### src/source/mips_pkg.sv
package mips_pkg;

    localparam int IMEM_DEPTH = 256;
    localparam int DMEM_DEPTH = 16;
    localparam int NUM_REGS   = 32;

    typedef logic [31:0]                     word_t;
    typedef logic [4:0]                      reg_idx_t;
    typedef logic [$clog2(IMEM_DEPTH)-1:0]   imem_addr_t;
    typedef logic [$clog2(DMEM_DEPTH)-1:0]   dmem_addr_t;
    typedef logic [2:0]                      alu_op_t;
    typedef logic [1:0]                      fwd_sel_t;

    localparam alu_op_t ALU_ADD = 3'd0;
    localparam alu_op_t ALU_SUB = 3'd1;
    localparam alu_op_t ALU_AND = 3'd2;
    localparam alu_op_t ALU_OR  = 3'd3;
    localparam alu_op_t ALU_SLT = 3'd4;

    // Operand source in EX
    localparam fwd_sel_t FWD_NONE  = 2'd0;
    localparam fwd_sel_t FWD_EXMEM = 2'd1;
    localparam fwd_sel_t FWD_MEMWB = 2'd2;

    // Opcodes, bits 31:26
    localparam logic [5:0] OP_RTYPE = 6'h00;
    localparam logic [5:0] OP_ADDI  = 6'h08;
    localparam logic [5:0] OP_LW    = 6'h23;
    localparam logic [5:0] OP_SW    = 6'h2B;
    localparam logic [5:0] OP_BEQ   = 6'h04;
    localparam logic [5:0] OP_BNE   = 6'h05;
    localparam logic [5:0] OP_HALT  = 6'h3F;

    // R-type funct, bits 5:0
    localparam logic [5:0] FN_ADDU = 6'h21;
    localparam logic [5:0] FN_SUBU = 6'h23;
    localparam logic [5:0] FN_AND  = 6'h24;
    localparam logic [5:0] FN_OR   = 6'h25;
    localparam logic [5:0] FN_SLT  = 6'h2A;

endpackage

### src/source/pipe_links.sv


interface mem_wb_link;
    mips_pkg::word_t    wb_data;
    mips_pkg::reg_idx_t dest;
    logic               reg_write;
    logic               halt;

    modport producer (output wb_data, dest, reg_write, halt);
    modport consumer (input wb_data, dest, reg_write);
    modport watch (input wb_data, dest, reg_write);
endinterface

### src/source/register_file.sv
module register_file (
    input  logic                  i_clk,
    input  logic                  i_rst_n,
    input  mips_pkg::reg_idx_t    i_rs,
    input  mips_pkg::reg_idx_t    i_rt,
    input  mips_pkg::reg_idx_t    i_dbg_addr,
    mem_wb_link.consumer          i_mem_wb,
    output mips_pkg::word_t       o_rs_data,
    output mips_pkg::word_t       o_rt_data,
    output mips_pkg::word_t       o_dbg_data
);

    mips_pkg::word_t regs [mips_pkg::NUM_REGS];
    logic            wr_en;

    // r0 is never written
    assign wr_en = i_mem_wb.reg_write && (i_mem_wb.dest != '0);

    // Same-cycle writeback value wins
    function automatic mips_pkg::word_t read_port(input mips_pkg::reg_idx_t idx);
        if (wr_en && (i_mem_wb.dest == idx)) begin
            return i_mem_wb.wb_data;
        end
        return regs[idx];
    endfunction

    always_ff @(posedge i_clk or negedge i_rst_n) begin
        if (!i_rst_n) begin
            for (int i = 0; i < mips_pkg::NUM_REGS; i++) begin
                regs[i] <= '0;
            end
        end else if (wr_en) begin
            regs[i_mem_wb.dest] <= i_mem_wb.wb_data;
        end
    end

    assign o_rs_data  = read_port(i_rs);
    assign o_rt_data  = read_port(i_rt);
    assign o_dbg_data = regs[i_dbg_addr];

endmodule

### src/flat_wrapper.sv
// flat-port wrapper written by rule: the top's interface ports become plain ports
module register_file_flat 
  (i_clk, i_rst_n, i_rs, i_rt, i_dbg_addr, o_rs_data, o_rt_data, o_dbg_data, i_mem_wb_wb_data, i_mem_wb_dest, i_mem_wb_reg_write);
  mem_wb_link i_mem_wb_i ();
  input  logic i_clk;
  input  logic i_rst_n;
  input  mips_pkg::reg_idx_t i_rs;
  input  mips_pkg::reg_idx_t i_rt;
  input  mips_pkg::reg_idx_t i_dbg_addr;
  output mips_pkg::word_t o_rs_data;
  output mips_pkg::word_t o_rt_data;
  output mips_pkg::word_t o_dbg_data;
  input wire logic [$bits(i_mem_wb_i.wb_data)-1:0] i_mem_wb_wb_data;
  input wire logic [$bits(i_mem_wb_i.dest)-1:0] i_mem_wb_dest;
  input wire logic [$bits(i_mem_wb_i.reg_write)-1:0] i_mem_wb_reg_write;
  assign i_mem_wb_i.wb_data = i_mem_wb_wb_data;
  assign i_mem_wb_i.dest = i_mem_wb_dest;
  assign i_mem_wb_i.reg_write = i_mem_wb_reg_write;
  register_file u_core (.i_clk(i_clk), .i_rst_n(i_rst_n), .i_rs(i_rs), .i_rt(i_rt), .i_dbg_addr(i_dbg_addr), .i_mem_wb(i_mem_wb_i), .o_rs_data(o_rs_data), .o_rt_data(o_rt_data), .o_dbg_data(o_dbg_data));
endmodule
### config.mk
export PLATFORM = sky130hd
export DESIGN_NAME = register_file_flat
export DESIGN_NICKNAME = d
export VERILOG_FILES = /design/src/source/mips_pkg.sv /design/src/source/pipe_links.sv /design/src/source/register_file.sv /design/src/flat_wrapper.sv
export SDC_FILE = /design/constraint.sdc
export NUM_CORES = 2
export LEC_CHECK = 0
export BUFFER_PORTS_ARGS = -buffer_cell sky130_fd_sc_hd__buf_2
export CORE_MARGIN = 2
export CORE_UTILIZATION = 45
export CTS_CLUSTER_SIZE = 20
export DETAILED_ROUTE_END_ITERATION = 10
export PLACE_DENSITY_LB_ADDON = 0.3
export SYNTH_ARGS = -nofsm -noshare
export SYNTH_HDL_FRONTEND = slang
export SYNTH_SLANG_ARGS = --single-unit
### constraint.sdc
create_clock -name i_clk -period 1.81 [get_ports i_clk]
set_input_delay 0.0905 -clock i_clk [delete_from_list [all_inputs] [get_ports i_clk]]
set_output_delay 0.0905 -clock i_clk [all_outputs]
set_load 0.005 [all_outputs]
==> flow_summary.json <==
{
  "cp-start-kind": "flop",
  "p_leak_nw": 34.4,
  "holdCritPathClass": "in -> reg",
  "drt-pass1-iter-count": 7,
  "yosysUniqueCellTypes": 41,
  "critical_path_required_ns": 1.72,
  "cts_tree": "yes",
  "cp_common_cell": "mux4_2",
  "regMostFlops": "u_core.regs",
  "yosysTopAreaCell": "dfrtp_1",
  "async_flop_share_pct": 100,
  "maxSlewViolCount": 0,
  "row_count": 135,
  "gp_congestion": 0.893,
  "ant_nets": 0,
  "crit_slowest_cell": "mux4_2",
  "fin_skew_ns": 0,
  "syn_avg_cell_area_um2": 15.9,
  "tightest_slew_ns": 0.695,
  "p_total_w": 0.0794,
  "grtUsageTotal_pct": 31.7,
  "postSynthCellCount": 3853,
  "synth_ff_type": "dfrtp_1",
  "met1Wirelength_mm": 83.5,
  "met2_length_mm": 107,
  "core_area_um2": 135000,
  "cts-root-buf": "clkbuf_16",
  "routed_wl_mm": 221,
  "drc": 0,
  "grt_max_degree": 63,
  "cts-buffers-inserted": 116,
  "io_buffers": 150,
  "arrival_ns": 2.65,
  "yosysSeqAreaShare_pct": 41.8,
  "syn_nets": 3908,
  "largest_register_ffs": 1024,
  "largestRegisters": "u_core.regs x1024",
  "fin_hold_ws_ns": 0.0340,
  "cts.reportedPaths.clkPinSlew_ns": 0.06,
  "dieArea_um2": 139000,
  "grt_pass1_wl_mm": 322,
  "syn_to_final_growth_pct": 30.9,
  "vias": 44200,
  "layout-drive-gt1-share_pct": 74.9,
  "min_period_ns": 2.74,
  "crit_chain": "mux4_2, mux4_2, mux2_4, buf_6",
  "fin_cells": 6531,
  "htree_levels": 3,
  "wire_per_inst_um": 33.8,
  "endpoint_kind": "primary output",
  "finalHoldViolations": 0,
  "ys_ff_latch": 1024,
  "first_global_vias": 46000,
  "synth_top_area_share_pct": 41.8,
  "peakVddDrop_mv": 0.829,
  "wl_met3_mm": 18.8,
  "io_pins": 151,
  "synthTopCellsByArea": "dfrtp_1 42%, mux4_2 31%, mux2_2 20%",
  "run_status": "finished with violations",
  "fmax_mhz": 365,
  "place_inst": 6238,
  "cp_max_fo": 4,
  "drv_cap": 0,
  "antenna_found_initial": 2,
  "yosys_warnings": 0,
  "start_util_pct": 45.3,
  "fp.dieH_um": 373,
  "power.density_nw_per_um2": 990,
  "drtIter0Drc": 5008,
  "critPathMaxStageDelay_ns": 0.52,
  "hpwl_mm": 146,
  "clock-sinks": 1024,
  "syn_area_um2": 61300,
  "fin_crit_sh_pct": 151,
  "synth_edf_count": 0,
  "fin_nets": 4715,
  "rsz0062_at_grt": "yes",
  "clk_latency_ns": 0.73,
  "maxSlewHeadroom_pct": 53.5,
  "n_fill_cell": 10200,
  "gr-total-overflow": 0,
  "fin_area_um2": 80200,
  "clockBufferDepth": 3,
  "utilization_pct": 59.3,
  "top_layer": "met5",
  "fin_ws_ns": -0.931,
  "violations": "negative setup slack",
  "die_w_um": 373,
  "finalSetupViolCount": 96,
  "via_per_inst": 6.76,
  "placed_area_um2": 72300,
  "worstSetupPathType": "reg -> out"
}
cell type report:
cell class / count / area [µm²] / area share, %
Timing Repair Buffer: 1175 / 11900 / 14.9
Sequential cell: 1024 / 25600 / 31.9
Clock inverter: 35 / 418 / 0.521
Antenna cell: 1 / 2.50 / 0.00312
Inverter: 2 / 7.51 / 0.00936
Multi-Input combinational cell: 2341 / 36500 / 45.5
Tap cell: 1781 / 2230 / 2.78
Clock buffer: 172 / 3480 / 4.33
cell families after synthesis:
kind of cell	after synthesis	synth area share (%)
AO/OA/AOI/OAI	266	2.73
multiplexers	1913	50.4
flip-flops	1024	41.8
AND/OR/NAND/NOR	152	1.48
buffers and inverters	488	3.40
XOR/XNOR	10	0.143
report_power, final:
part	internal, W	leakage (nW)	switching (W)
Sequential	0.0272	13.2	0.00354
Clock	0.0144	1.92	0.00998
Combinational	0.0152	19.3	0.00905
Total	0.0569	34.4	0.0226
cell usage after synthesis, types with 3 or more instances:
cell type	instances
mux2_2	1080
dfrtp_1	1024
mux4_2	831
clkbuf_1	303
o22ai_1	249
buf_2	99
nor4_1	63
buf_1	57
nand2_1	24
buf_4	20
nor2_1	17
nand3b_1	11
nand3_1	8
o21ai_0	8
buf_6	7
or3b_2	6
xnor2_1	6
nor3b_1	5
xor2_1	4
nand4b_1	3
worst max-delay path: cells and delay by family, from the launching register on:
family                 cells  cell delay (ns)
buffers and inverters      1             0.13
flip-flops                 1             0.41
multiplexers               3             1.35
through the flow:
stage               TNS (ns)  setup WS [ns]
floorplan              -3.32        -0.0653
global placement      -70.76         -0.670
detailed placement    -83.65         -0.688
CTS                   -74.87         -0.938
global route          -78.00         -0.973
finish                -72.54         -0.931
final timing paths:
kind                                      from           endpoint  slack, ns  cells after the start
max                           u_core.regs[401]     o_dbg_data[17]      -0.93                      4
min                        i_mem_wb_wb_data[8]   u_core.regs[936]       0.03                      2
max reg2reg                   u_core.regs[154]   u_core.regs[154]       0.70                      4
min reg2reg                  u_core.regs[1010]  u_core.regs[1010]       0.42                      0
max in group asynchronous              i_rst_n   u_core.regs[714]       1.02                      4
min in group asynchronous              i_rst_n   u_core.regs[735]       0.19                      3
layout by cell type, fill, tap and decap left out, types with 5 or more instances in the layout:
cell type / n
o22ai_4: 63
dlygate4sd3_1: 29
clkbuf_16: 119
mux4_2: 831
mux2_4: 64
nand2_4: 15
mux2_2: 1016
clkinv_2: 20
clkbuf_1: 23
nand3b_1: 11
o22ai_1: 39
dfrtp_1: 1024
nor4_4: 32
nand3_1: 6
xnor2_1: 6
bufinv_16: 9
buf_12: 218
nor2_4: 12
buf_2: 78
clkbuf_8: 30
o21ai_0: 8
buf_6: 125
or3b_4: 6
nor2_1: 5
nand2_1: 9
o22ai_2: 147
buf_4: 718
nor4_2: 30
buf_8: 7
layer usage:
layer  track usage (%)  vias up
met5                 0        -
met1              41.7    23800
li1                  -    17400
met2              51.3     2444
met4              14.7        2
met3              6.05      609
what timing repair did:
item / CTS / global route
hold endpoints to repair: 1594 / 0
pin swaps: 89 / 56
setup buffers: 40 / 47
resized for setup: 404 / 154
hold buffers: 30 / 0
setup endpoints to repair: 96 / 96
Note: power is estimated with default switching activity, not from simulation.
