File: src/source/mips_pkg.sv
package mips_pkg;

    localparam int IMEM_DEPTH = 256;
    localparam int DMEM_DEPTH = 16;
    localparam int NUM_REGS   = 32;

    typedef logic [31:0]                     word_t;
    typedef logic [4:0]                      reg_idx_t;
    typedef logic [$clog2(IMEM_DEPTH)-1:0]   imem_addr_t;
    typedef logic [$clog2(DMEM_DEPTH)-1:0]   dmem_addr_t;
    typedef logic [2:0]                      alu_op_t;
    typedef logic [1:0]                      fwd_sel_t;

    localparam alu_op_t ALU_ADD = 3'd0;
    localparam alu_op_t ALU_SUB = 3'd1;
    localparam alu_op_t ALU_AND = 3'd2;
    localparam alu_op_t ALU_OR  = 3'd3;
    localparam alu_op_t ALU_SLT = 3'd4;

    // Operand source in EX
    localparam fwd_sel_t FWD_NONE  = 2'd0;
    localparam fwd_sel_t FWD_EXMEM = 2'd1;
    localparam fwd_sel_t FWD_MEMWB = 2'd2;

    // Opcodes, bits 31:26
    localparam logic [5:0] OP_RTYPE = 6'h00;
    localparam logic [5:0] OP_ADDI  = 6'h08;
    localparam logic [5:0] OP_LW    = 6'h23;
    localparam logic [5:0] OP_SW    = 6'h2B;
    localparam logic [5:0] OP_BEQ   = 6'h04;
    localparam logic [5:0] OP_BNE   = 6'h05;
    localparam logic [5:0] OP_HALT  = 6'h3F;

    // R-type funct, bits 5:0
    localparam logic [5:0] FN_ADDU = 6'h21;
    localparam logic [5:0] FN_SUBU = 6'h23;
    localparam logic [5:0] FN_AND  = 6'h24;
    localparam logic [5:0] FN_OR   = 6'h25;
    localparam logic [5:0] FN_SLT  = 6'h2A;

endpackage

File: src/source/pipe_links.sv


interface ex_mem_link;
    mips_pkg::word_t    alu_result;
    mips_pkg::word_t    store_data;
    mips_pkg::reg_idx_t dest;
    logic               reg_write;
    logic               mem_read;
    logic               mem_write;
    logic               halt;

    modport producer (output alu_result, store_data, dest, reg_write, mem_read, mem_write, halt);
    modport consumer (input alu_result, store_data, dest, reg_write, mem_read, mem_write, halt);
    modport watch (input dest, reg_write);
endinterface

interface mem_wb_link;
    mips_pkg::word_t    wb_data;
    mips_pkg::reg_idx_t dest;
    logic               reg_write;
    logic               halt;

    modport producer (output wb_data, dest, reg_write, halt);
    modport consumer (input wb_data, dest, reg_write);
    modport watch (input wb_data, dest, reg_write);
endinterface

File: src/source/stage_memory.sv
module stage_memory (
    input  logic                  i_clk,
    input  logic                  i_rst_n,
    input  mips_pkg::dmem_addr_t  i_dbg_addr,
    ex_mem_link.consumer          i_ex_mem,
    mem_wb_link.producer          o_mem_wb,
    output mips_pkg::word_t       o_dbg_data
);

    mips_pkg::word_t      dmem [mips_pkg::DMEM_DEPTH];
    mips_pkg::dmem_addr_t addr;
    mips_pkg::word_t      wb_sel;

    // Word address from the low ALU bits
    assign addr = mips_pkg::dmem_addr_t'(i_ex_mem.alu_result);

    always_ff @(posedge i_clk) begin
        if (i_ex_mem.mem_write) begin
            dmem[addr] <= i_ex_mem.store_data;
        end
    end

    assign wb_sel     = i_ex_mem.mem_read ? dmem[addr] : i_ex_mem.alu_result;
    assign o_dbg_data = dmem[i_dbg_addr];

    // halt stays set until reset
    always_ff @(posedge i_clk or negedge i_rst_n) begin
        if (!i_rst_n) begin
            o_mem_wb.reg_write <= 1'b0;
            o_mem_wb.halt      <= 1'b0;
        end else begin
            o_mem_wb.reg_write <= i_ex_mem.reg_write;
            o_mem_wb.halt      <= o_mem_wb.halt || i_ex_mem.halt;
        end
    end

    always_ff @(posedge i_clk) begin
        o_mem_wb.wb_data <= wb_sel;
        o_mem_wb.dest    <= i_ex_mem.dest;
    end

endmodule

File: src/flat_wrapper.sv
// flat-port wrapper written by rule: the top's interface ports become plain ports
module stage_memory_flat 
  (i_clk, i_rst_n, i_dbg_addr, o_dbg_data, i_ex_mem_alu_result, i_ex_mem_store_data, i_ex_mem_dest, i_ex_mem_reg_write, i_ex_mem_mem_read, i_ex_mem_mem_write, i_ex_mem_halt, o_mem_wb_wb_data, o_mem_wb_dest, o_mem_wb_reg_write, o_mem_wb_halt);
  ex_mem_link i_ex_mem_i ();
  mem_wb_link o_mem_wb_i ();
  input  logic i_clk;
  input  logic i_rst_n;
  input  mips_pkg::dmem_addr_t i_dbg_addr;
  output mips_pkg::word_t o_dbg_data;
  input wire logic [$bits(i_ex_mem_i.alu_result)-1:0] i_ex_mem_alu_result;
  input wire logic [$bits(i_ex_mem_i.store_data)-1:0] i_ex_mem_store_data;
  input wire logic [$bits(i_ex_mem_i.dest)-1:0] i_ex_mem_dest;
  input wire logic [$bits(i_ex_mem_i.reg_write)-1:0] i_ex_mem_reg_write;
  input wire logic [$bits(i_ex_mem_i.mem_read)-1:0] i_ex_mem_mem_read;
  input wire logic [$bits(i_ex_mem_i.mem_write)-1:0] i_ex_mem_mem_write;
  input wire logic [$bits(i_ex_mem_i.halt)-1:0] i_ex_mem_halt;
  output wire logic [$bits(o_mem_wb_i.wb_data)-1:0] o_mem_wb_wb_data;
  output wire logic [$bits(o_mem_wb_i.dest)-1:0] o_mem_wb_dest;
  output wire logic [$bits(o_mem_wb_i.reg_write)-1:0] o_mem_wb_reg_write;
  output wire logic [$bits(o_mem_wb_i.halt)-1:0] o_mem_wb_halt;
  assign i_ex_mem_i.alu_result = i_ex_mem_alu_result;
  assign i_ex_mem_i.store_data = i_ex_mem_store_data;
  assign i_ex_mem_i.dest = i_ex_mem_dest;
  assign i_ex_mem_i.reg_write = i_ex_mem_reg_write;
  assign i_ex_mem_i.mem_read = i_ex_mem_mem_read;
  assign i_ex_mem_i.mem_write = i_ex_mem_mem_write;
  assign i_ex_mem_i.halt = i_ex_mem_halt;
  assign o_mem_wb_wb_data = o_mem_wb_i.wb_data;
  assign o_mem_wb_dest = o_mem_wb_i.dest;
  assign o_mem_wb_reg_write = o_mem_wb_i.reg_write;
  assign o_mem_wb_halt = o_mem_wb_i.halt;
  stage_memory u_core (.i_clk(i_clk), .i_rst_n(i_rst_n), .i_dbg_addr(i_dbg_addr), .i_ex_mem(i_ex_mem_i), .o_mem_wb(o_mem_wb_i), .o_dbg_data(o_dbg_data));
endmodule
File: config.mk
export PLATFORM = sky130hd
export DESIGN_NAME = stage_memory_flat
export DESIGN_NICKNAME = d
export VERILOG_FILES = /design/src/source/mips_pkg.sv /design/src/source/pipe_links.sv /design/src/source/stage_memory.sv /design/src/flat_wrapper.sv
export SDC_FILE = /design/constraint.sdc
export NUM_CORES = 1
export LEC_CHECK = 0
export BUFFER_PORTS_ARGS = -buffer_cell sky130_fd_sc_hd__buf_2
export CAP_MARGIN = 5
export CORE_MARGIN = 1
export CORE_UTILIZATION = 45
export DETAILED_ROUTE_END_ITERATION = 10
export PLACE_DENSITY = 0.64
export SLEW_MARGIN = 10
export SYNTH_ARGS = -nofsm -noshare
export SYNTH_HDL_FRONTEND = slang
export SYNTH_SLANG_ARGS = --single-unit
File: constraint.sdc
create_clock -name i_clk -period 2.1 [get_ports i_clk]
set_clock_uncertainty 0.2 [all_clocks]
set_input_delay 0.105 -clock i_clk [delete_from_list [all_inputs] [get_ports i_clk]]
set_output_delay 0.105 -clock i_clk [all_outputs]
set_load 0.03 [all_outputs]
==> impl_metrics.prom <==
# TYPE chip_impl_metric gauge
chip_impl_metric{name="max_cap_viol_count",unit=""} 0
chip_impl_metric{name="place_hpwl",unit="mm"} 39.3
chip_impl_metric{name="cp.arrival",unit="ps"} 2210
chip_impl_metric{name="dieWidth",unit="um"} 235
chip_impl_metric{name="die-height",unit="um"} 235
chip_impl_metric{name="first_pass_grt_wire_length",unit="mm"} 97.1
chip_impl_metric{name="post-place-ws",unit="ps"} -126
chip_impl_metric{name="static-leakage-power",unit="uW"} 0.0105
chip_impl_info{name="failing_checks",value="setup timing"} 1
chip_impl_metric{name="synth_seq_cells",unit=""} 551
chip_impl_info{name="unrepaired_setup_endpoints_after_global_routing",value="true"} 1
chip_impl_info{name="critical_path_cell_by_cell",value="mux4_2 -> mux4_2 -> buf_6"} 1
chip_impl_metric{name="ant_nets",unit=""} 0
chip_impl_metric{name="final.setup.worst_slack",unit="ps"} -418
chip_impl_metric{name="mappedNetlistArea",unit="sq um"} 24400
chip_impl_metric{name="period_minus_slack",unit="ps"} 2520
chip_impl_metric{name="ys_types",unit=""} 36
chip_impl_metric{name="clock_tree.buffer_depth",unit=""} 3
chip_impl_metric{name="timing.hold.worst_path_depth",unit=""} 4
chip_impl_metric{name="nNetsFinal",unit=""} 1628
chip_impl_metric{name="max-slew-margin-rel",unit="%"} 70.7
chip_impl_metric{name="clock_network_latency_to_the_later_pin_of_the_worst_skew_pair",unit="ps"} 610
chip_impl_metric{name="grt_antenna_before_repair",unit=""} 1
chip_impl_metric{name="global_route.overflow_total",unit=""} 0
chip_impl_metric{name="core_footprint",unit="sq um"} 53100
chip_impl_metric{name="slew_viol_final",unit=""} 0
chip_impl_metric{name="clk_transition_reported_paths",unit="ps"} 60
chip_impl_metric{name="num_rows",unit=""} 84
chip_impl_metric{name="drt-wirelength-per-cell",unit="um"} 28.9
chip_impl_metric{name="worst-r2r-setup-slack",unit="ps"} 20
chip_impl_metric{name="powerDensity",unit="nW/um^2"} 842
chip_impl_info{name="hold_end",value="u_core.o_mem_wb.wb_data[4]$_DFF_P_"} 1
chip_impl_metric{name="synthCells",unit=""} 1160
chip_impl_metric{name="hold_viol",unit=""} 0
chip_impl_metric{name="place.port_buffers",unit=""} 149
chip_impl_info{name="worstHoldPathType",value="input port to register"} 1
chip_impl_metric{name="via_per_inst",unit=""} 6.14
chip_impl_info{name="crit_top_cell",value="mux4_2"} 1
chip_impl_metric{name="postSynthNetCount",unit=""} 1239
chip_impl_metric{name="postRouteWirelength",unit="mm"} 66.3
chip_impl_metric{name="cts_max_level",unit=""} 2
chip_impl_metric{name="ys_warn_count",unit=""} 0
chip_impl_metric{name="synth.avg_cell_area",unit="sq um"} 21.0
chip_impl_metric{name="via_count_of_the_first_global_routing_pass",unit=""} 14900
chip_impl_metric{name="initialDrtViolationCount",unit=""} 1400
chip_impl_metric{name="global_router_s_overall_resource_usage",unit="%"} 24.3
chip_impl_info{name="cts_tree",value="yes"} 1
chip_impl_info{name="worstSetupPathType",value="register to primary output"} 1
chip_impl_info{name="worstHoldStart",value="i_ex_mem_alu_result[1]"} 1
chip_impl_metric{name="floorplan.die_area",unit="sq um"} 55100
chip_impl_metric{name="placement.cell_area",unit="sq um"} 27100
chip_impl_metric{name="grt_start_max_net_pins",unit=""} 53
chip_impl_metric{name="fillerInstances",unit=""} 3894
chip_impl_metric{name="drc",unit=""} 0
chip_impl_metric{name="cp.required",unit="ps"} 1790
chip_impl_metric{name="peak_freq",unit="MHz"} 397
chip_impl_info{name="outcome",value="finished with violations"} 1
chip_impl_metric{name="synthToLayoutAreaGrowth",unit="%"} 26.8
chip_impl_metric{name="gp_congestion",unit=""} 0.823
chip_impl_metric{name="instances_no_fill",unit=""} 2289
chip_impl_info{name="ff_to_ff_end",value="u_core.o_mem_wb.wb_data[6]$_DFF_P_"} 1
chip_impl_metric{name="final_min_period_over_clock_period",unit="%"} 120
chip_impl_metric{name="slowest_stage_delay_on_critical_path",unit="ps"} 530
chip_impl_metric{name="vdd_ir_drop_max",unit="mV"} 0.701
chip_impl_metric{name="initial_core_util",unit="%"} 46.0
chip_impl_metric{name="cts_inserted_buffers",unit=""} 58
chip_impl_info{name="slowest_stage",value="mux4_2"} 1
chip_impl_metric{name="clock_sink_count",unit=""} 551
chip_impl_metric{name="worstRegToRegCells",unit=""} 4
chip_impl_info{name="r2r-start",value="u_core.dmem[11][6]$_DFFE_PP_"} 1
chip_impl_metric{name="final_design_area_no_fill",unit="sq um"} 30900
chip_impl_info{name="timing.critical_path.from_type",value="register"} 1
chip_impl_metric{name="detailroute.via_count",unit=""} 14100
chip_impl_metric{name="placed_cells",unit=""} 2008
chip_impl_metric{name="top_level_ports",unit=""} 150
chip_impl_metric{name="tightestPinTransition",unit="ps"} 440
chip_impl_metric{name="setup-violations-final",unit=""} 33
chip_impl_metric{name="synth.yosys.seq_area_share",unit="%"} 66.3
chip_impl_metric{name="final_layout_size_suffix_gt1_share",unit="%"} 44.2
chip_impl_metric{name="first_pass_iters",unit=""} 5
chip_impl_info{name="critPathCaptureType",value="primary output"} 1
chip_impl_info{name="clockRootBuffer",value="clkbuf_16"} 1
chip_impl_metric{name="timing.critical_path.fanout_max",unit=""} 2
-- worst max path at each step --
stage / slack [ps] / cells after the start / end / startpoint
after CTS: -440 / 3 / o_dbg_data[11] / u_core.dmem[10][11]$_DFFE_PP_
after detailed placement: -130 / 5 / o_dbg_data[31] / i_dbg_addr[0]
after global routing: -470 / 3 / o_dbg_data[11] / u_core.dmem[10][11]$_DFFE_PP_
after floorplan: -80 / 5 / u_core.dmem[11][0]$_DFFE_PP_ / i_ex_mem_alu_result[0]
final: -420 / 3 / o_dbg_data[11] / u_core.dmem[10][11]$_DFFE_PP_
after global placement: -110 / 5 / o_dbg_data[31] / i_dbg_addr[0]
-- metrics by stage --
step	power [uW]	TNS, ps	hold slack (ps)	util, %
after floorplan	14100	-23030	-391	-
after global placement	15000	-2090	-311	51.1
after detailed placement	15000	-2150	-307	51.1
after CTS	26200	-12630	11.6	57.9
after global routing	26800	-13460	30.4	58.3
final	26000	-11500	30.8	58.3
-- critical path, delay by kind of cell, from the launching register on --
kind | cells | cell delay [ps]
DFF | 1 | 410
muxes | 2 | 1020
buffers and inverters | 1 | 170
-- cell families (layout without fill, tap and decap cells) --
| logic type | count (synthesis) | count (layout) | synth area share [%] |
|---|---|---|---|
| DFF | 551 | 551 | 66.3 |
| muxes | 321 | 321 | 26.8 |
| and+or+nand+nor | 82 | 82 | 1.43 |
| other | 0 | 2 | 0 |
| AOI/OAI and AO/OA | 114 | 114 | 3.38 |
| buffers and inverters | 92 | 531 | 2.12 |
-- layer usage --
layer  GRT usage, %  vias up  wire length, um
met4           7.89        0             1990
li1               -     5851                -
met5              0        -                0
met3           5.52      119             5150
met1           31.9     7429            26300
met2           40.1      652            32800
-- sequential cells by signal (all words and copies together) (netlist names) --
signal and count:
u_core.o_mem_wb.reg_write 1, u_core.o_mem_wb.wb_data 32, u_core.o_mem_wb.dest 5, u_core.o_mem_wb.halt 1, u_core.dmem 512
-- cells in the final DEF, fill, tap and decap left out, types with 15 or more instances in the layout --
master,count
clkbuf_1,16
buf_12,50
buf_4,101
o221ai_1,15
mux2i_1,62
edfxtp_1,512
dlygate4sd3_1,120
a31oi_1,17
buf_6,32
a21oi_1,31
buf_2,112
nor2_1,30
dfxtp_1,37
nand2_1,20
a22oi_1,15
clkbuf_16,62
mux4_2,254
-- cells in the mapped netlist, drive strengths merged --
cell type / number / area [sq um]
nand2b: 2 / 12.5
edfxtp: 512 / 15400
nand3b: 2 / 15.0
nor2: 43 / 161
a22oi: 29 / 218
o21ai: 1 / 5.00
o31ai: 1 / 7.51
and2: 1 / 6.26
nand3: 5 / 25.0
nand2: 20 / 75.1
a21oi: 32 / 160
or2: 2 / 12.5
o22a: 1 / 8.76
clkbuf: 35 / 133
nor2b: 2 / 12.5
inv: 2 / 7.51
or3b: 1 / 8.76
a41oi: 1 / 8.76
nor3: 4 / 20.0
dfxtp: 37 / 741
o221a: 14 / 158
o221ai: 15 / 131
mux2i: 62 / 621
dfrtp: 2 / 50.1
mux4: 256 / 5880
mux2: 3 / 33.8
o22ai: 2 / 12.5
a32oi: 1 / 8.76
a31oi: 17 / 106
buf: 55 / 378
-- area by class of cell --
class                           count  area, sq um  area share [%]
Sequential cell                   551        16200            52.3
Antenna cell                        2         5.00          0.0162
Multi-Input combinational cell    517         7880            25.5
Clock inverter                     26          369            1.19
Tap cell                          688          861            2.78
Clock buffer                       84         1680            5.44
Inverter                            2         15.0          0.0486
Timing Repair Buffer              419         3950            12.8
-- report_power, final --
group / switching [uW] / internal [uW]
Combinational: 1450 / 1330
Clock: 4220 / 6660
Sequential: 111 / 12300
-- what timing repair did --
item | CTS | global route
setup buffers | 29 | 19
endpoints found under the hold margin | 577 | 1
endpoints found under the setup margin | 32 | 47
gates resized for setup | 90 | 20
pin swaps | 0 | 8
hold buffers | 125 | 1
gates cloned | 0 | 1
(Power assumes the default switching activity.)
