File: config.mk
export PLATFORM = sky130hd
export DESIGN_NAME = hazard_unit_flat
export DESIGN_NICKNAME = d
export VERILOG_FILES = /design/src/source/mips_pkg.sv /design/src/source/pipe_links.sv /design/src/source/hazard_unit.sv /design/src/flat_wrapper.sv
export SDC_FILE = /design/constraint.sdc
export NUM_CORES = 1
export LEC_CHECK = 0
export BUFFER_PORTS_ARGS = -buffer_cell sky130_fd_sc_hd__buf_4
export CAP_MARGIN = 10
export CORE_UTILIZATION = 28
export DETAILED_ROUTE_END_ITERATION = 12
export PLACE_DENSITY = 0.84
export SLEW_MARGIN = 20
export SYNTH_ARGS = -nofsm -noshare
export SYNTH_HDL_FRONTEND = slang
export SYNTH_SLANG_ARGS = --single-unit
File: constraint.sdc
create_clock -name vclk -period 0.9
set_input_delay 0.09 -clock vclk [all_inputs]
set_output_delay 0.09 -clock vclk [all_outputs]
set_load 0.05 [all_outputs]
File: src/source/mips_pkg.sv
package mips_pkg;

    localparam int IMEM_DEPTH = 256;
    localparam int DMEM_DEPTH = 16;
    localparam int NUM_REGS   = 32;

    typedef logic [31:0]                     word_t;
    typedef logic [4:0]                      reg_idx_t;
    typedef logic [$clog2(IMEM_DEPTH)-1:0]   imem_addr_t;
    typedef logic [$clog2(DMEM_DEPTH)-1:0]   dmem_addr_t;
    typedef logic [2:0]                      alu_op_t;
    typedef logic [1:0]                      fwd_sel_t;

    localparam alu_op_t ALU_ADD = 3'd0;
    localparam alu_op_t ALU_SUB = 3'd1;
    localparam alu_op_t ALU_AND = 3'd2;
    localparam alu_op_t ALU_OR  = 3'd3;
    localparam alu_op_t ALU_SLT = 3'd4;

    // Operand source in EX
    localparam fwd_sel_t FWD_NONE  = 2'd0;
    localparam fwd_sel_t FWD_EXMEM = 2'd1;
    localparam fwd_sel_t FWD_MEMWB = 2'd2;

    // Opcodes, bits 31:26
    localparam logic [5:0] OP_RTYPE = 6'h00;
    localparam logic [5:0] OP_ADDI  = 6'h08;
    localparam logic [5:0] OP_LW    = 6'h23;
    localparam logic [5:0] OP_SW    = 6'h2B;
    localparam logic [5:0] OP_BEQ   = 6'h04;
    localparam logic [5:0] OP_BNE   = 6'h05;
    localparam logic [5:0] OP_HALT  = 6'h3F;

    // R-type funct, bits 5:0
    localparam logic [5:0] FN_ADDU = 6'h21;
    localparam logic [5:0] FN_SUBU = 6'h23;
    localparam logic [5:0] FN_AND  = 6'h24;
    localparam logic [5:0] FN_OR   = 6'h25;
    localparam logic [5:0] FN_SLT  = 6'h2A;

endpackage

File: src/source/pipe_links.sv
interface id_ex_link;
    mips_pkg::word_t    rs_data;
    mips_pkg::word_t    rt_data;
    mips_pkg::reg_idx_t rs;
    mips_pkg::reg_idx_t rt;
    mips_pkg::reg_idx_t dest;
    mips_pkg::word_t    imm;
    mips_pkg::word_t    pc;
    mips_pkg::alu_op_t  alu_op;
    logic               alu_src_imm;
    logic               reg_write;
    logic               mem_read;
    logic               mem_write;
    logic               branch_eq;
    logic               branch_ne;
    logic               halt;

    modport producer (output rs_data, rt_data, rs, rt, dest, imm, pc, alu_op, alu_src_imm,
                      reg_write, mem_read, mem_write, branch_eq, branch_ne, halt);
    modport consumer (input rs_data, rt_data, dest, imm, pc, alu_op, alu_src_imm,
                      reg_write, mem_read, mem_write, branch_eq, branch_ne, halt);
    modport watch (input rs, rt, dest, mem_read);
endinterface

interface ex_mem_link;
    mips_pkg::word_t    alu_result;
    mips_pkg::word_t    store_data;
    mips_pkg::reg_idx_t dest;
    logic               reg_write;
    logic               mem_read;
    logic               mem_write;
    logic               halt;

    modport producer (output alu_result, store_data, dest, reg_write, mem_read, mem_write, halt);
    modport consumer (input alu_result, store_data, dest, reg_write, mem_read, mem_write, halt);
    modport watch (input dest, reg_write);
endinterface

interface mem_wb_link;
    mips_pkg::word_t    wb_data;
    mips_pkg::reg_idx_t dest;
    logic               reg_write;
    logic               halt;

    modport producer (output wb_data, dest, reg_write, halt);
    modport consumer (input wb_data, dest, reg_write);
    modport watch (input wb_data, dest, reg_write);
endinterface

File: src/source/hazard_unit.sv
module hazard_unit (
    input  mips_pkg::reg_idx_t    i_ifid_rs,
    input  mips_pkg::reg_idx_t    i_ifid_rt,
    input  logic                  i_branch_taken,
    id_ex_link.watch              i_id_ex,
    ex_mem_link.watch             i_ex_mem,
    mem_wb_link.watch             i_mem_wb,
    output logic                  o_stall,
    output logic                  o_flush,
    output mips_pkg::fwd_sel_t    o_fwd_a,
    output mips_pkg::fwd_sel_t    o_fwd_b
);

    // Nearest older writer first
    function automatic mips_pkg::fwd_sel_t fwd_for(input mips_pkg::reg_idx_t src);
        if (src == '0) begin
            return mips_pkg::FWD_NONE;
        end
        if (i_ex_mem.reg_write && (i_ex_mem.dest == src)) begin
            return mips_pkg::FWD_EXMEM;
        end
        if (i_mem_wb.reg_write && (i_mem_wb.dest == src)) begin
            return mips_pkg::FWD_MEMWB;
        end
        return mips_pkg::FWD_NONE;
    endfunction

    assign o_fwd_a = fwd_for(i_id_ex.rs);
    assign o_fwd_b = fwd_for(i_id_ex.rt);

    // Load result not ready for the instruction right behind it
    assign o_stall = i_id_ex.mem_read && (i_id_ex.dest != '0) &&
                     ((i_id_ex.dest == i_ifid_rs) || (i_id_ex.dest == i_ifid_rt));

    assign o_flush = i_branch_taken;

endmodule

File: src/flat_wrapper.sv
// flat-port wrapper written by rule: the top's interface ports become plain ports
module hazard_unit_flat 
  (i_ifid_rs, i_ifid_rt, i_branch_taken, o_stall, o_flush, o_fwd_a, o_fwd_b, i_id_ex_rs, i_id_ex_rt, i_id_ex_dest, i_id_ex_mem_read, i_ex_mem_dest, i_ex_mem_reg_write, i_mem_wb_wb_data, i_mem_wb_dest, i_mem_wb_reg_write);
  id_ex_link i_id_ex_i ();
  ex_mem_link i_ex_mem_i ();
  mem_wb_link i_mem_wb_i ();
  input  mips_pkg::reg_idx_t i_ifid_rs;
  input  mips_pkg::reg_idx_t i_ifid_rt;
  input  logic i_branch_taken;
  output logic o_stall;
  output logic o_flush;
  output mips_pkg::fwd_sel_t o_fwd_a;
  output mips_pkg::fwd_sel_t o_fwd_b;
  input wire logic [$bits(i_id_ex_i.rs)-1:0] i_id_ex_rs;
  input wire logic [$bits(i_id_ex_i.rt)-1:0] i_id_ex_rt;
  input wire logic [$bits(i_id_ex_i.dest)-1:0] i_id_ex_dest;
  input wire logic [$bits(i_id_ex_i.mem_read)-1:0] i_id_ex_mem_read;
  input wire logic [$bits(i_ex_mem_i.dest)-1:0] i_ex_mem_dest;
  input wire logic [$bits(i_ex_mem_i.reg_write)-1:0] i_ex_mem_reg_write;
  input wire logic [$bits(i_mem_wb_i.wb_data)-1:0] i_mem_wb_wb_data;
  input wire logic [$bits(i_mem_wb_i.dest)-1:0] i_mem_wb_dest;
  input wire logic [$bits(i_mem_wb_i.reg_write)-1:0] i_mem_wb_reg_write;
  assign i_id_ex_i.rs = i_id_ex_rs;
  assign i_id_ex_i.rt = i_id_ex_rt;
  assign i_id_ex_i.dest = i_id_ex_dest;
  assign i_id_ex_i.mem_read = i_id_ex_mem_read;
  assign i_ex_mem_i.dest = i_ex_mem_dest;
  assign i_ex_mem_i.reg_write = i_ex_mem_reg_write;
  assign i_mem_wb_i.wb_data = i_mem_wb_wb_data;
  assign i_mem_wb_i.dest = i_mem_wb_dest;
  assign i_mem_wb_i.reg_write = i_mem_wb_reg_write;
  hazard_unit u_core (.i_ifid_rs(i_ifid_rs), .i_ifid_rt(i_ifid_rt), .i_branch_taken(i_branch_taken), .i_id_ex(i_id_ex_i), .i_ex_mem(i_ex_mem_i), .i_mem_wb(i_mem_wb_i), .o_stall(o_stall), .o_flush(o_flush), .o_fwd_a(o_fwd_a), .o_fwd_b(o_fwd_b));
endmodule
==> out/summary.txt, run 1 <==
via count: 577
Hold Path End: o_flush
failing checks: setup timing
synthesized instance count: 54
GRT Residual Overflow: 0
height of the chip: 41.32 um
core outline area: 1366 um^2
Power Total: 449.0 uW
post-layout util: 73.44%
vias per inst: 4.808
Hold Startpoint: i_branch_taken
data required time of the worst path: 810 ps
DRC: 0
GRT Util Overall: 20.42%
worst-path maximum fanout: 2
Seq/Total Area, Yosys: 0%
Critical Path Start Type: input port
final setup fails: 5
total negative slack: -1494 ps
post-synth cell types: 15
cell area after synthesis: 432.9 um^2
worst slew pin tran: 209.1 ps
hold slack: 180.4 ps
routability cong.: 0.7589
Crit. End Element: output pin
CLK BUF: 0
synthesis-to-finish area growth: 131.8%
placed inst area: 867.1 um^2
vias in the first global route: 497
RSZ-0062 raised after global routing: true
Hold Crit Depth: 0
final hold viol count: 0
initial antenna violation count: 0
pin count of the biggest net entering global routing: 4
DIE AREA: 1707 um^2
Max-Cap Viols: 0
Setup CP Type: in -> out
Post-Syn Nets: 125
global-route wire length before repair: 2297 um
Final Max Slew Viols: 0
Starting Density: 31.68%
Seq Cell Count: 0
share of cells above drive strength 1: 63.81%
worst hold path class: in -> out
clock period minus worst slack: 1215 ps
drt pass-1 iters: 4
routed len/inst: 13.67 um
DRT antenna net count: 0
PwrDens: 447.5 nW/um^2
Synth Warn #: 0
status: complete, but fails checks
final instance area: 1003 um^2
hpwl dp: 1362 um
WL final: 1640 um
I/O Buffers: 43
Die Wd: 41.32 um
Worst slew margin: 85.96%
syn avg cell area: 8.017 um^2
Rows: 13
Max VDD drop: 0.2274 mV
register area: 0 um^2
# diodes: 0
NumNets Final: 178
WP data arrival: 1130 ps
drt initial violations: 20
I/O Pins: 77
LEAKAGE: 0.4266 nW
Setup WS post-layout: -315.1 ps
FMAX: 0.8230 GHz
period utilisation layout: 135.0%
## final cells by class
type	instances	area, um^2
multi-input combinational	53	511.7
fill	91	362.8
tap	15	18.77
timing repair buffer	52	473.0
## cell families (layout without fill, tap and decap cells)
kind of cell / Yosys count / in the layout / synth area share (%)
simple gates: 21 / 21 / 35.26
compound gates: 2 / 2 / 2.310
buf+inv: 1 / 52 / 1.735
xor+xnor: 30 / 30 / 60.69
## layer usage
metal / up-vias / global-route usage (%) / part of all wire [%] / routed length [um]
li1: 289 / - / - / -
met1: 271 / 28.66 / 42 / 688
met2: 17 / 36.72 / 54 / 889
met3: 0 / 0.5319 / 3.8 / 62
met4: 0 / 0 / 0 / 0
met5: - / 0 / 0 / 0
## power breakdown
group	switching [mW]	total, mW	internal [mW]
logic	0.184	0.449	0.265
clock network	0	0	0
registers	0	0	0
## layout by cell type, fill, tap and decap left out
master   instances
a21oi_4          1
nand2_1          2
o21ai_4          1
buf_6           12
nand4_1          2
buf_4           35
xor2_2           2
xnor2_1         16
xor2_1          12
or4_4            3
nand3_1          4
nor4_2           2
buf_8            5
nor3_1           2
nor2_4           4
nor4b_4          2
## repair_timing
item | in CTS | in global routing
hold buffers | 0 | 0
setup endpoints to repair | 5 | 5
pin swaps | 12 | 6
buffers inserted | 2 | 0
gates resized for setup | 23 | 5
## Yosys cell counts
cell type | number | area, um^2
nor4_1 | 2 | 12.51
or4_1 | 1 | 7.510
nand4_1 | 2 | 12.51
a21oi_1 | 1 | 5.000
nor3_1 | 2 | 10.01
or4_4 | 2 | 22.52
nor4b_2 | 2 | 30.03
nand3_1 | 4 | 20.02
nor2_1 | 2 | 7.510
nand2_1 | 2 | 7.510
xnor2_1 | 16 | 140.1
nor2_4 | 2 | 22.52
o21ai_1 | 1 | 5.000
xor2_1 | 14 | 122.6
buf_4 | 1 | 7.510
## critical path: stages
cell     delay, ps
buf_8          100
xor2_2         160
nor4_2         260
nand3_1        180
nor4b_4        180
buf_6          150
## how the worst max path moves through the flow
stage	start	endpoint	slack (ps)	cells after the start
after floorplan	i_ex_mem_dest[3]	o_fwd_a[1]	-210	4
after global placement	i_id_ex_rt[1]	o_fwd_b[1]	-350	6
after detailed placement	i_id_ex_rt[1]	o_fwd_b[1]	-420	6
after CTS	i_ex_mem_dest[2]	o_fwd_b[1]	-340	6
after global routing	i_ex_mem_dest[2]	o_fwd_b[1]	-390	6
final	i_ex_mem_dest[2]	o_fwd_b[1]	-320	6
## metrics by stage
step / cells / worst slack, ps
after floorplan: 54 / -210.1
after global placement: 118 / -350.1
after detailed placement: 118 / -419.7
after CTS: 120 / -343.4
after global routing: 120 / -392.9
final: 120 / -315.1
(Power assumes the default switching activity.)
==> run 2: changes to the inputs <==
- CELL_PAD_IN_SITES_DETAIL_PLACEMENT: unset -> 0
- CELL_PAD_IN_SITES_GLOBAL_PLACEMENT: unset -> 1
- CORE_UTILIZATION: 28 -> 16
- PLACE_DENSITY: 0.84 -> unset
- PLACE_DENSITY_LB_ADDON: unset -> 0.1
==> out/summary.txt, run 2 (synthesis gave the netlist of run 1 again) <==
Power Total: 440.9 uW
routability cong.: 0.6669
Die Wd: 54.02 um
Setup WS post-layout: -326.3 ps
I/O Buffers: 43
hpwl dp: 1331 um
GRT Residual Overflow: 0
synthesis-to-finish area growth: 136.4%
worst setup path startpoint: i_ex_mem_dest[0]
LEAKAGE: 0.4371 nW
Most Frequent Cell on Critical Path: buf_6
Final Max Slew Viols: 0
Starting Density: 17.16%
clock period minus worst slack: 1226 ps
vias per inst: 3.869
share of cells above drive strength 1: 62.62%
NumNets Final: 180
register area: 0 um^2
Max VDD drop: 0.1815 mV
GRT Util Overall: 9.573%
Int Pwr: 267.9 uW
initial antenna violation count: 0
global-route wire length before repair: 2090 um
total negative slack: -1496 ps
# diodes: 0
final instance area: 1023 um^2
failing checks: setup timing
pin count of the biggest net entering global routing: 4
most frequent cells in the layout: 35 x buf_4, 16 x xnor2_1, 15 x buf_6
via count: 530
height of the chip: 54.02 um
Worst slew margin: 83.64%
WP data arrival: 1140 ps
slowest stage delay, CP: 280 ps
Fill cells: 261
worst hold path class: in -> out
final hold viol count: 0
final setup fails: 5
placed inst area: 900.9 um^2
routed len/inst: 10.45 um
Clk pwr share: 0%
Crit. End Element: output pin
data required time of the worst path: 810 ps
hold slack: 180.1 ps
period utilisation layout: 136.3%
DRC: 0
worst-path maximum fanout: 2
WL final: 1431 um
core outline area: 2522 um^2
Reg power frac: 0%
Switch Pwr: 173.0 uW
FMAX: 0.8155 GHz
status: complete, but fails checks
PwrDens: 430.8 nW/um^2
slowest cell on the critical path: nor4_1
Critical Path Start Type: input port
Cell Chain, Critical Path: buf_6 -> xor2_1 -> nor4_1 -> nand3_1 -> nor4b_4 -> buf_6
RSZ-0062 raised after global routing: true
Post-Place Setup Slack: -403.6 ps
number of buffers and inverters on the critical path: 2
combinational power share: 100.0%
Seq Cell Count: 0
vias in the first global route: 487
CLK BUF: 0
DRT antenna net count: 0
CP delay by family, top: simple AND/OR/NAND/NOR gates
Max-Cap Viols: 0
worst slew pin tran: 243.1 ps
drt initial violations: 5
drt pass-1 iters: 2
commonest non-fill, non-tap cell in the layout: buf_4
DIE AREA: 2918 um^2
Setup CP Type: in -> out
Net Sw Frac: 39.24%
Rows: 18
CP Capture Point: o_fwd_a[1]
I/O Pins: 77
stages on the worst setup path: 6
number of hold buffers added after CTS: 0
## run 2: changes by cell type in the layout (fill, tap and decap cells not counted), sizes merged
cell and delta:
buf +2
## run 2: timing repair
item | 4_1_cts | 5_1_grt
setup endpoints to repair | 5 | 5
pin swaps | 10 | 10
gates cloned | 0 | 0
resized for setup | 18 | 9
buffers inserted | 0 | 2
## run 2: per-stage QoR
stage                     std cells  utilization [%]
final                           137            40.58
after global routing            137            40.58
after CTS                       135            38.54
after detailed placement        135            35.71
after global placement          135            35.71
after floorplan                  54                -
## run 2: routing by layer
metal | GRT usage, % | part of all wire [%] | vias to the layer above
met1 | 15.36 | 49 | 217
met5 | 0 | 0 | -
met4 | 0 | 0 | 0
met3 | 0 | 4.6 | 0
li1 | - | - | 295
met2 | 14.81 | 46 | 18
## run 2: layout make-up
class / count / area, um^2 / area share [%]
Timing Repair Buffer: 54 / 491.7 / 48.04
Multi-Input combinational cell: 53 / 494.2 / 48.29
Tap cell: 30 / 37.54 / 3.667
## run 2: worst min-delay path by stage
stage,from,endpoint,slack (ps),depth (start not counted)
floorplan,i_id_ex_mem_read,o_stall,310,2
global placement,i_branch_taken,o_flush,180,0
detailed placement,i_branch_taken,o_flush,180,0
CTS,i_branch_taken,o_flush,180,0
global route,i_branch_taken,o_flush,180,0
finish,i_branch_taken,o_flush,180,0
## run 2: power groups by stage
stage / Clock (mW) / Combinational (mW) / Sequential, mW
final: 0 / 0.441 / 0
after global routing: 0 / 0.474 / 0
after CTS: 0 / 0.425 / 0
after detailed placement: 0 / 0.398 / 0
after global placement: 0 / 0.398 / 0
after floorplan: 0 / 0.175 / 0
